[config.mk]
export PLATFORM = sky130hd
export DESIGN_NAME = tex_ctrl
export DESIGN_NICKNAME = d
export VERILOG_FILES = /design/src/rtl/tex_pkg.sv /design/src/rtl/tex_ctrl.sv
export SDC_FILE = /design/constraint.sdc
export NUM_CORES = 1
export LEC_CHECK = 0
export ABC_CLOCK_PERIOD_IN_PS = 5700
export BUFFER_PORTS_ARGS = -buffer_cell sky130_fd_sc_hd__buf_2
export CORE_MARGIN = 4
export CORE_UTILIZATION = 48
export CTS_CLUSTER_SIZE = 12
export DETAILED_ROUTE_END_ITERATION = 8
export GPL_TIMING_DRIVEN = 0
export PLACE_DENSITY = 0.84
export SYNTH_ARGS = -nofsm -noshare
export SYNTH_HDL_FRONTEND = slang
export SYNTH_SLANG_ARGS = --single-unit
[constraint.sdc]
create_clock -name clk_i -period 5.7 [get_ports clk_i]
set_input_delay 0.57 -clock clk_i [delete_from_list [all_inputs] [get_ports clk_i]]
set_output_delay 0.57 -clock clk_i [all_outputs]
set_load 0.1 [all_outputs]
[src/rtl/tex_pkg.sv]
package tex_pkg;

    localparam int NUM_LANES    = 4;
    localparam int LANE_W       = $clog2(NUM_LANES);
    localparam int FP_TEXELS    = 4;   // bilinear footprint is a 2x2 quad
    localparam int FIXED_FRAC   = 20;
    localparam logic [31:0] FIXED_HALF = 32'h1 << (FIXED_FRAC - 1);
    localparam int TAG_W        = 4;
    localparam int ADDR_W       = 16;
    localparam int LOG2_W       = 4;
    localparam int WEIGHT_W     = 8;
    localparam int MAX_INFLIGHT = 4;
    localparam int INFLIGHT_W   = $clog2(MAX_INFLIGHT + 1);

    typedef enum logic [1:0] {
        WRAP_CLAMP,
        WRAP_REPEAT,
        WRAP_MIRROR
    } tex_wrap_e;

    typedef enum logic {
        FILTER_POINT,
        FILTER_BILINEAR
    } tex_filter_e;

    // CFG_DIMS data is {stride, height, width} in LOG2_W fields from bit 0,
    // CFG_MODE data is {filter, wrap_v, wrap_u} from bit 0
    typedef enum logic [1:0] {
        CFG_BASE,
        CFG_DIMS,
        CFG_MODE
    } tex_cfg_e;

    typedef enum logic [1:0] {
        SCHED_IDLE,
        SCHED_ISSUE,
        SCHED_DRAIN
    } tex_sched_state_e;

    typedef struct packed {
        logic [ADDR_W-1:0] base;
        logic [LOG2_W-1:0] log2_w;
        logic [LOG2_W-1:0] log2_h;
        logic [LOG2_W-1:0] log2_stride;
        tex_wrap_e         wrap_u;
        tex_wrap_e         wrap_v;
        tex_filter_e       filter;
    } tex_cfg_t;

    typedef struct packed {
        logic [NUM_LANES-1:0]       mask;
        logic [TAG_W-1:0]           tag;
        logic [NUM_LANES-1:0][31:0] u;
        logic [NUM_LANES-1:0][31:0] v;
    } tex_req_t;

    typedef struct packed {
        logic [NUM_LANES-1:0]                         mask;
        logic [TAG_W-1:0]                             tag;
        tex_filter_e                                  filter;
        logic [NUM_LANES-1:0][FP_TEXELS-1:0][ADDR_W-1:0] addr;
        logic [NUM_LANES-1:0][WEIGHT_W-1:0]           wu;
        logic [NUM_LANES-1:0][WEIGHT_W-1:0]           wv;
    } tex_fp_t;

    // same footprint with the fetched words in place of the addresses
    typedef struct packed {
        logic [NUM_LANES-1:0]                         mask;
        logic [TAG_W-1:0]                             tag;
        tex_filter_e                                  filter;
        logic [NUM_LANES-1:0][FP_TEXELS-1:0][31:0]    texel;
        logic [NUM_LANES-1:0][WEIGHT_W-1:0]           wu;
        logic [NUM_LANES-1:0][WEIGHT_W-1:0]           wv;
    } tex_tx_t;

    typedef struct packed {
        logic [NUM_LANES-1:0]       mask;
        logic [TAG_W-1:0]           tag;
        logic [NUM_LANES-1:0][31:0] texel;
    } tex_rsp_t;

endpackage

[src/rtl/tex_ctrl.sv]
`timescale 1ns/1ps

module tex_ctrl (
    input  logic              clk_i,
    input  logic              rst_n_i,

    input  logic              cfg_we_i,
    input  tex_pkg::tex_cfg_e cfg_sel_i,
    input  logic [31:0]       cfg_data_i,
    output tex_pkg::tex_cfg_t cfg_o,

    input  logic              req_valid_i,
    output logic              req_ready_o,
    output logic              gen_valid_o,
    input  logic              gen_ready_i,
    input  logic              rsp_fire_i
);
    import tex_pkg::*;

    logic [INFLIGHT_W-1:0] inflight_q, inflight_d;
    logic                  room_q;   // in-flight count below the limit
    logic                  open;
    logic                  req_fire;

    // a config write in the same cycle would change cfg under the request
    assign open        = room_q && !cfg_we_i;
    assign gen_valid_o = req_valid_i && open;
    assign req_ready_o = gen_ready_i && open;
    assign req_fire    = req_valid_i && req_ready_o;

    assign inflight_d = inflight_q + INFLIGHT_W'(req_fire) - INFLIGHT_W'(rsp_fire_i);

    always_ff @(posedge clk_i) begin
        if (!rst_n_i) begin
            inflight_q <= '0;
            room_q     <= 1'b0;
        end else begin
            inflight_q <= inflight_d;
            room_q     <= (inflight_d < INFLIGHT_W'(MAX_INFLIGHT));
        end
    end

    always_ff @(posedge clk_i) begin
        if (!rst_n_i) begin
            cfg_o <= '0;
        end else if (cfg_we_i) begin
            case (cfg_sel_i)
                CFG_BASE: cfg_o.base <= cfg_data_i[ADDR_W-1:0];
                CFG_DIMS: begin
                    cfg_o.log2_w      <= cfg_data_i[LOG2_W-1:0];
                    cfg_o.log2_h      <= cfg_data_i[2*LOG2_W-1:LOG2_W];
                    cfg_o.log2_stride <= cfg_data_i[3*LOG2_W-1:2*LOG2_W];
                end
                CFG_MODE: begin
                    cfg_o.wrap_u <= tex_wrap_e'(cfg_data_i[1:0]);
                    cfg_o.wrap_v <= tex_wrap_e'(cfg_data_i[3:2]);
                    cfg_o.filter <= tex_filter_e'(cfg_data_i[4]);
                end
                default: ;   // unused selector is ignored
            endcase
        end
    end

endmodule

==> results.json <==
{
  "die_w_um": 63.5,
  "setup_ws_ns": 3.60,
  "ys_seq_area_share_pct": 50.1,
  "fin_crit_sh_pct": 36.9,
  "critPathMaxStageDelay_ns": 0.38,
  "async_reset_ff_share_pct": 0,
  "slew_headroom_pct": 67.1,
  "hold_slack_ns": 0.460,
  "p_clk_share_pct": 30.5,
  "syn_nets": 190,
  "grt_max_degree": 12,
  "worstPathRequired_ns": 5.96,
  "fin_crit_ns": 2.10,
  "critPathLaunch": "cfg_we_i",
  "rrSetupSlack_ns": 3.68,
  "setup_tns_ns": 0,
  "netlist_instances": 147,
  "start_util_pct": 51.8,
  "grt_usage_pct": 17.4,
  "nets": 254,
  "dp_slack_ns": 3.31,
  "vias": 1203,
  "wl_per_cell_um": 13.1,
  "rsz0062_at_grt": "no",
  "cts_made_buffers": 5,
  "synth_area_leader_cell": "dfxtp_1",
  "cp-end-kind": "register",
  "grt.overflow.total": 0,
  "endpoint": "inflight_q[2]$_SDFF_PN0_",
  "drive_gt1_share_pct": 34.4,
  "dp_hpwl_um": 2390,
  "outcome": "finished clean",
  "worst-path-stages": 9,
  "swShare_pct": 31.9,
  "drtPass1Iterations": 4,
  "avgSynthCellArea_um2": 10.1,
  "timing.rr.start": "room_q$_SDFF_PN0_",
  "min_path_type": "reg -> reg",
  "cp.buffers_inverters": 2,
  "clk_latency_ns": 0.33,
  "power_leakage_nw": 1.00,
  "worstSetupStartpointType": "primary input",
  "grt_pass1_vias": 1233,
  "ys_ff_latch": 37,
  "crit_chain": "buf_2, and3b_1, nand2_1, ha_1, inv_1, ha_1, fa_1, xnor2_1, mux2i_1",
  "rows": 19,
  "arrival_ns": 2.36,
  "cpMostUsedCell": "ha_1",
  "ir_worst_vdd_mv": 0.197,
  "core-area_um2": 2850,
  "skew_ns": 0.000225,
  "hold_viol_final": 0,
  "path_class": "in -> reg",
  "clk_pin_slew_ns": 0.10,
  "ys_types": 17,
  "synth_area_um2": 1480,
  "max_freq_mhz": 476,
  "ctsResizeCount": 0,
  "cts_buffer_depth": 2,
  "place_inst": 235,
  "die_h_um": 63.5,
  "cts_tree": "yes",
  "comb_power_share_pct": 23.4,
  "route.detailed.drc": 0,
  "cts.sinks": 37,
  "setup_viol": 0,
  "portBuffers": 57,
  "power.switching_mw": 0.196,
  "yosysTopAreaCellShare_pct": 50.1,
  "grt_pass1_wl_um": 5510,
  "synth_warnings": 0,
  "seqPwrFrac_pct": 46.0,
  "post_cts.repair.setup_buffers": 0,
  "cp_max_fo": 5,
  "synth_ff_type": "dfxtp_1",
  "ant_nets": 0,
  "wl_um": 3200,
  "place_congestion": 0.767,
  "synth_edf_count": 0,
  "p_total_mw": 0.613,
  "final_cells": 243,
  "reg2reg_to": "inflight_q[2]$_SDFF_PN0_",
  "diodes": 0,
  "internal_power_mw": 0.417,
  "ys_top_cells_by_area": "dfxtp_1 (50%), mux2i_1 (24%), nand2_1 (13%)",
  "num_io_pins": 75,
  "tightest_slew_ns": 0.497,
  "area_growth_pct": 27.7,
  "power.density_nw_per_um2": 325,
  "ctsHtreeMaxLevel": 2,
  "die_area_um2": 4030,
  "drv_cap": 0,
  "reg2regPathDepth": 8,
  "cp_slowest_cell": "fa_1",
  "ctsHoldBuffers": 0,
  "via_per_inst": 4.95,
  "antenna_found_initial": 0,
  "clockRootBuffer": "clkbuf_4",
  "cp_top_family": "adder cells",
  "drt_iter0_markers": 19,
  "maxSlewViolCount": 0
}
## placed cells by master (no fill, tap or decap), drive strengths merged
master and instances:
fa 1, mux2i 35, bufinv 1, dfxtp 37
xnor2 1, inv 3, nand3b 2, nand2b 1
ha 2, and2 2, nor3b 1, nand2 51
and3b 2, buf 65, clkbuf 8
## state kept, by name, indices dropped and copies added, names as in the netlist
signal,cells
cfg_o,33
inflight_q,3
room_q,1
## power by group through the flow
stage / clock, mW / sequential (mW) / combinational, mW
final: 0.187 / 0.282 / 0.144
after global routing: 0.204 / 0.284 / 0.154
after CTS: 0.190 / 0.282 / 0.146
after detailed placement: 0 / 0.288 / 0.144
after global placement: 0 / 0.288 / 0.141
after floorplan: 0 / 0.346 / 0.0572
## area by class of cell
type / count / area (µm²)
Tap cell: 31 / 38.8
Multi-Input combinational cell: 98 / 659
Fill cell: 243 / 965
Buffer: 9 / 67.6
Timing Repair Buffer: 57 / 285
Clock buffer: 7 / 55.1
Inverter: 3 / 11.3
Clock inverter: 1 / 30.0
Sequential cell: 37 / 741
## worst reg2reg max path, stage by stage (launching register included)
cell and delay [ns]:
dfxtp_1 0.33, and3b_1 0.16, nand2_1 0.06, ha_1 0.26, inv_1 0.04, ha_1 0.18
fa_1 0.38, xnor2_1 0.30, mux2i_1 0.24
## worst min-delay path by stage
stage,start,end,slack (ns),cells after the start
final,cfg_o[24]$_SDFFE_PN0P_,cfg_o[24]$_SDFFE_PN0P_,0.46,2
after global routing,cfg_data_i[12],cfg_o[29]$_SDFFE_PN0P_,0.48,3
after global placement,cfg_o[19]$_SDFFE_PN0P_,cfg_o[19]$_SDFFE_PN0P_,0.44,2
after floorplan,inflight_q[1]$_SDFF_PN0_,inflight_q[2]$_SDFF_PN0_,0.46,2
after detailed placement,cfg_o[27]$_SDFFE_PN0P_,cfg_o[27]$_SDFFE_PN0P_,0.45,2
after CTS,cfg_o[2]$_SDFFE_PN0P_,cfg_o[2]$_SDFFE_PN0P_,0.46,2
## Yosys cell counts, types with 2 or more instances
cell	n
and3b_1	2
nand3b_1	2
inv_1	3
buf_2	5
and2_1	2
dfxtp_1	37
ha_1	2
mux2i_1	35
nand2_1	51
## per-layer routing
metal / routed length [µm] / vias up / global-route usage, % / share of wire [%]
li1: - / 611 / - / -
met1: 1450 / 550 / 21.6 / 45
met2: 1510 / 34 / 27.9 / 47
met3: 168 / 8 / 3.91 / 5.3
met4: 73 / 0 / 8.89 / 2.3
met5: 0 / - / 0 / 0
## kinds of logic after synthesis
group,count (synthesis),share of synthesized area [%]
XOR/XNOR,1,0.592
adder cells (fa/ha/maj),3,3.05
buffers and inverters,12,5.33
flip-flops,37,50.1
multiplexers,35,23.7
AND/OR/NAND/NOR,59,17.3
## per-stage QoR
step | utilization, % | area [µm²]
final | 66.2 | 1890
after CTS | 66.2 | 1890
after floorplan | - | 1480
after global placement | 63.2 | 1800
after global routing | 66.2 | 1890
after detailed placement | 63.2 | 1800
(Power assumes the default switching activity.)
