`config.mk`:
```
export PLATFORM = sky130hd
export DESIGN_NAME = tex_mem_sched
export DESIGN_NICKNAME = d
export VERILOG_FILES = /design/src/rtl/tex_pkg.sv /design/src/rtl/tex_mem_sched.sv
export SDC_FILE = /design/constraint.sdc
export NUM_CORES = 1
export LEC_CHECK = 0
export BUFFER_PORTS_ARGS = -buffer_cell sky130_fd_sc_hd__buf_2
export CORE_AREA = 2 2 377 379
export DETAILED_ROUTE_END_ITERATION = 8
export DIE_AREA = 0 0 379 381
export GPL_ROUTABILITY_DRIVEN = 0
export HOLD_SLACK_MARGIN = 0.02
export PLACE_DENSITY_LB_ADDON = 0.08
export SLEW_MARGIN = 15
export SYNTH_ARGS = -nofsm -noshare
export SYNTH_HDL_FRONTEND = slang
export SYNTH_SLANG_ARGS = --single-unit
```
`constraint.sdc`:
```
create_clock -name clk_i -period 25.8 [get_ports clk_i]
set_input_delay 5.16 -clock clk_i [delete_from_list [all_inputs] [get_ports clk_i]]
set_output_delay 5.16 -clock clk_i [all_outputs]
set_load 0.005 [all_outputs]
```
`src/rtl/tex_pkg.sv`:
```
package tex_pkg;

    localparam int NUM_LANES    = 4;
    localparam int LANE_W       = $clog2(NUM_LANES);
    localparam int FP_TEXELS    = 4;   // bilinear footprint is a 2x2 quad
    localparam int FIXED_FRAC   = 20;
    localparam logic [31:0] FIXED_HALF = 32'h1 << (FIXED_FRAC - 1);
    localparam int TAG_W        = 4;
    localparam int ADDR_W       = 16;
    localparam int LOG2_W       = 4;
    localparam int WEIGHT_W     = 8;
    localparam int MAX_INFLIGHT = 4;
    localparam int INFLIGHT_W   = $clog2(MAX_INFLIGHT + 1);

    typedef enum logic [1:0] {
        WRAP_CLAMP,
        WRAP_REPEAT,
        WRAP_MIRROR
    } tex_wrap_e;

    typedef enum logic {
        FILTER_POINT,
        FILTER_BILINEAR
    } tex_filter_e;

    // CFG_DIMS data is {stride, height, width} in LOG2_W fields from bit 0,
    // CFG_MODE data is {filter, wrap_v, wrap_u} from bit 0
    typedef enum logic [1:0] {
        CFG_BASE,
        CFG_DIMS,
        CFG_MODE
    } tex_cfg_e;

    typedef enum logic [1:0] {
        SCHED_IDLE,
        SCHED_ISSUE,
        SCHED_DRAIN
    } tex_sched_state_e;

    typedef struct packed {
        logic [ADDR_W-1:0] base;
        logic [LOG2_W-1:0] log2_w;
        logic [LOG2_W-1:0] log2_h;
        logic [LOG2_W-1:0] log2_stride;
        tex_wrap_e         wrap_u;
        tex_wrap_e         wrap_v;
        tex_filter_e       filter;
    } tex_cfg_t;

    typedef struct packed {
        logic [NUM_LANES-1:0]       mask;
        logic [TAG_W-1:0]           tag;
        logic [NUM_LANES-1:0][31:0] u;
        logic [NUM_LANES-1:0][31:0] v;
    } tex_req_t;

    typedef struct packed {
        logic [NUM_LANES-1:0]                         mask;
        logic [TAG_W-1:0]                             tag;
        tex_filter_e                                  filter;
        logic [NUM_LANES-1:0][FP_TEXELS-1:0][ADDR_W-1:0] addr;
        logic [NUM_LANES-1:0][WEIGHT_W-1:0]           wu;
        logic [NUM_LANES-1:0][WEIGHT_W-1:0]           wv;
    } tex_fp_t;

    // same footprint with the fetched words in place of the addresses
    typedef struct packed {
        logic [NUM_LANES-1:0]                         mask;
        logic [TAG_W-1:0]                             tag;
        tex_filter_e                                  filter;
        logic [NUM_LANES-1:0][FP_TEXELS-1:0][31:0]    texel;
        logic [NUM_LANES-1:0][WEIGHT_W-1:0]           wu;
        logic [NUM_LANES-1:0][WEIGHT_W-1:0]           wv;
    } tex_tx_t;

    typedef struct packed {
        logic [NUM_LANES-1:0]       mask;
        logic [TAG_W-1:0]           tag;
        logic [NUM_LANES-1:0][31:0] texel;
    } tex_rsp_t;

endpackage

```
`src/rtl/tex_mem_sched.sv`:
```
`timescale 1ns/1ps

module tex_mem_sched (
    input  logic                       clk_i,
    input  logic                       rst_n_i,

    input  logic                       fp_valid_i,
    input  tex_pkg::tex_fp_t           fp_i,
    output logic                       fp_ready_o,

    output logic                       mem_rd_o,
    output logic [tex_pkg::ADDR_W-1:0] mem_addr_o,
    input  logic [31:0]                mem_data_i,

    output logic                       tx_valid_o,
    output tex_pkg::tex_tx_t           tx_o,
    input  logic                       tx_ready_i
);
    import tex_pkg::*;

    tex_sched_state_e                          state_q, state_d;
    tex_fp_t                                   fp_q;
    logic [NUM_LANES-1:0][FP_TEXELS-1:0][31:0] tex_q;
    logic [LANE_W-1:0]                         lane_q, rd_lane_q;
    logic [1:0]                                texel_q, rd_texel_q;
    logic                                      rd_pend_q;
    logic                                      fp_accept;
    logic                                      last_texel;
    logic [LANE_W:0]                           first_lane;
    logic [LANE_W:0]                           next_lane;

    // lowest active lane above 'after', with a found flag on top
    function automatic logic [LANE_W:0] find_lane(input logic [NUM_LANES-1:0] mask,
                                                  input int after);
        logic [LANE_W:0] res;
        res = '0;
        for (int i = NUM_LANES - 1; i >= 0; i--) begin
            if (mask[i] && (i > after)) res = {1'b1, i[LANE_W-1:0]};
        end
        return res;
    endfunction

    assign fp_ready_o = (state_q == SCHED_IDLE) && (!tx_valid_o || tx_ready_i);
    assign fp_accept  = fp_valid_i && fp_ready_o;
    assign first_lane = find_lane(fp_i.mask, -1);
    assign next_lane  = find_lane(fp_q.mask, int'(lane_q));
    assign last_texel = (fp_q.filter == FILTER_POINT) || (texel_q == 2'd3);

    assign mem_rd_o   = (state_q == SCHED_ISSUE);
    assign mem_addr_o = fp_q.addr[lane_q][texel_q];

    always_comb begin
        state_d = state_q;
        case (state_q)
            SCHED_IDLE:  if (fp_accept) state_d = first_lane[LANE_W] ? SCHED_ISSUE : SCHED_DRAIN;
            SCHED_ISSUE: if (last_texel && !next_lane[LANE_W]) state_d = SCHED_DRAIN;
            default:     state_d = SCHED_IDLE;   // last word lands during drain
        endcase
    end

    always_ff @(posedge clk_i) begin
        if (!rst_n_i) begin
            state_q    <= SCHED_IDLE;
            rd_pend_q  <= 1'b0;
            tx_valid_o <= 1'b0;
        end else begin
            state_q   <= state_d;
            rd_pend_q <= mem_rd_o;
            if (state_q == SCHED_DRAIN) begin
                tx_valid_o <= 1'b1;
            end else if (tx_ready_i) begin
                tx_valid_o <= 1'b0;
            end
        end
    end

    always_ff @(posedge clk_i) begin
        if (fp_accept) begin
            fp_q    <= fp_i;
            lane_q  <= first_lane[LANE_W-1:0];
            texel_q <= '0;
        end else if (state_q == SCHED_ISSUE) begin
            if (last_texel) begin
                lane_q  <= next_lane[LANE_W-1:0];
                texel_q <= '0;
            end else begin
                texel_q <= texel_q + 2'd1;
            end
        end
        rd_lane_q  <= lane_q;   // slot of the read in flight
        rd_texel_q <= texel_q;
        if (rd_pend_q) begin
            tex_q[rd_lane_q][rd_texel_q] <= mem_data_i;
        end
    end

    always_comb begin
        tx_o.mask   = fp_q.mask;
        tx_o.tag    = fp_q.tag;
        tx_o.filter = fp_q.filter;
        tx_o.texel  = tex_q;
        tx_o.wu     = fp_q.wu;
        tx_o.wv     = fp_q.wv;
    end

endmodule

```
==> metrics <==
P_leak 14.2 nW; final setup skew 0.0243 ns; Critical Path AT 5.67 ns; top cells by area, synth edfxtp_1 (89%), mux4_2 (4.0%), buf_4 (2.0%); flops & latches, synth 853; clk sinks 853; Yosys top cell by area edfxtp_1; kind of critical path input port to output port; Ports 969; Buf+Inv Stages, Crit Path 2; unrepaired setup endpoints after global routing false; Synth Flop Type edfxtp_1; status completed; largest net degree at the start of global routing 122; clk buf depth 3; Setup-failing EPs final 0; crit-path cells buf_2 > nand2b_1 > and2_1 > buf_2; number of distinct library cells after synthesis 36; Initial Utilization 0.203; GR Util met1 0.156; largest family of logic cells by synthesized area multiplexers; busiest grt layer met2; Critical Path Fanout Max 3; Core ar. roughly 140000 um^2; final wirelength 104000 um; complex-gate fraction of the synthesized area 0.0125; dpl hpwl 71400 um; Post-CTS Setup Repair Bufs 0; CP required 20.64 ns; worst-skew pair later-pin latency 0.69 ns; Max Slew Vio Count 0; # rows between 100 and 150; Antenna Nets Post-Route 0; Yosys top cell area share 0.888; Worst-path clk slew 0.06 ns; WL/cell approximately 25 um; EDFF count, synth 843; register area share after synthesis 0.896; Final Non-Filler Cells slightly above 4000; Port Buf Inserts approximately 970; hold path start state_q[1]; worst slew pin tran 1.12 ns; share of layout cells above drive strength 1 0.537; # DRC 0; Avg Inst Size Synth 24.5 um^2; crit path from tx_ready_i; CP delay by family, top simple AND/OR/NAND/NOR gates; commonest cells in the netlist edfxtp_1 (843), buf_4 (76), mux4_2 (50); Die Width 379 um; vias in the first global route 16700; CP max-delay cell nand2b_1; Die Y 381 um; CTS Buf Count 101; cell repeated most along the worst path buf_2; Synth Area in XOR/XNOR 0; filler cell count 14400; cell area after synthesis 28500 um^2; final net count approximately 2500; hold_buf cts 0; H-tree depth 3; Max Cap Viol 0; initial antenna violation count 67; DRT Pass-1 Iters 5; Global Route met3 Usage 0.0602; DRT iter0 DRCs 803; DR vias about 15000; CP max stage delay 0.15 ns; period utilisation layout 0.420; total negative slack 0 ns; pwr dens roughly 85 nW/um^2; Final Hold Vio Count 0; Mapped Nets 1528; Vias per Instance 3.73; r2r startpoint state_q[1]; post-CTS resize count 0; Worst VDD drop approximately 0.046 mV; total track usage 0.140; CP endpoint kind output port; cell with the most instances after synthesis edfxtp_1; f_max 0.0923 GHz; Setup crit start kind input port; post-synthesis mux area share 0.0542; Final min period between 10 and 15 ns; Rel. slew slack 0.254; P&R area growth vs syn 36.0%; CTS tree built; Post-Synth Adder-Cell Area 0.000439; dpl cells 3945; worst hold path class flip-flop to flip-flop; die area ~140000 um^2; CTS root buffer clkbuf_16; Synth warnings 0; GRT overflow 0; Async SR Flop Fraction 0; simple-gate portion of the synthesized area 0.0116; Synth Instances 1162; GRT met2 Usage 0.239; first-pass GRT wire length 139000 um
-- per-stage QoR --
stage	area [um^2]	total power [mW]	worst slack, ns	hold slack, ns	util
after floorplan	28500	1.79	13.25	0.353	-
after global placement	35300	1.88	14.96	0.489	0.251
after detailed placement	35300	1.88	14.96	0.510	0.251
after CTS	38700	3.37	14.96	0.518	0.275
after global routing	38700	3.44	14.93	0.537	0.275
final	38700	3.31	14.97	0.517	0.276
-- layer usage --
| metal | share of wire | up-vias | routed length, um |
|---|---|---|---|
| met4 | 0.021 | 76 | 2210 |
| met3 | 0.11 | 208 | 11000 |
| li1 | - | 6705 | - |
| met1 | 0.38 | 7735 | 39300 |
| met2 | 0.49 | 744 | 51300 |
| met5 | 0.0045 | - | 473 |
-- worst register-to-register path, delay by kind of cell, from the launching register on --
family	cells	cell delay, ns
buf+inv	4	3.47
flops	1	0.34
simple gates	2	0.79
-- path summary, 6_finish.rpt --
kind,end,slack [ns],depth (start not counted)
worst max-delay path,fp_ready_o,14.97,4
worst min-delay path,state_q[1],0.52,1
worst max register to register,fp_q[239],20.76,6
worst min register to register,state_q[1],0.52,1
-- cell usage in the layout (no fill, tap or decap), drive strengths merged, types with 3 or more instances in the layout --
master and count:
nor3 8, o21a 3, clkbuf 121, nand2 15
o21ai 9, dfxtp 10, bufinv 15, a21oi 8
and3 3, and2 3, nor2b 4, nor4 3
a221oi 15, a22oi 5, clkinvlp 4, edfxtp 843
nor2 15, nand3b 3, inv 8, clkinv 44
buf 992, mux2i 34, nand3 3, mux4 53
nand2b 8, diode 21
-- where the power goes --
group / switching [mW] / leakage, nW / internal, mW
clock: 0.583 / 1.66 / 0.882
combinational: 0.128 / 4.70 / 0.0948
sequential: 0.0247 / 7.85 / 1.60
total: 0.736 / 14.2 / 2.57
-- registers in the layout, indices dropped and copies added (netlist names) --
signal,cells
fp_q,256
lane_q,2
rd_lane_q,2
rd_pend_q,1
rd_texel_q,2
state_q,2
texel_q,2
tx_o,585
tx_valid_o,1
-- area by class of cell --
class,instances,area (um^2),share of cell area
diodes,21,52.6,0.00136
well taps,1890,2360,0.0610
clock buffers,121,2650,0.0683
inverters,6,30.0,0.000775
clock inverters,65,767,0.0198
repair buffers,992,5020,0.130
multi-input cells,204,2350,0.0606
flip-flops and latches,853,25500,0.659
-- cell families after synthesis --
logic type / after synthesis
adder cells (fa/ha/maj): 1
AND/OR/NAND/NOR: 66
AO/OA/AOI/OAI: 50
buffers and inverters: 105
multiplexers: 87
flip-flops: 853
Note: power is estimated with default switching activity, not from simulation.
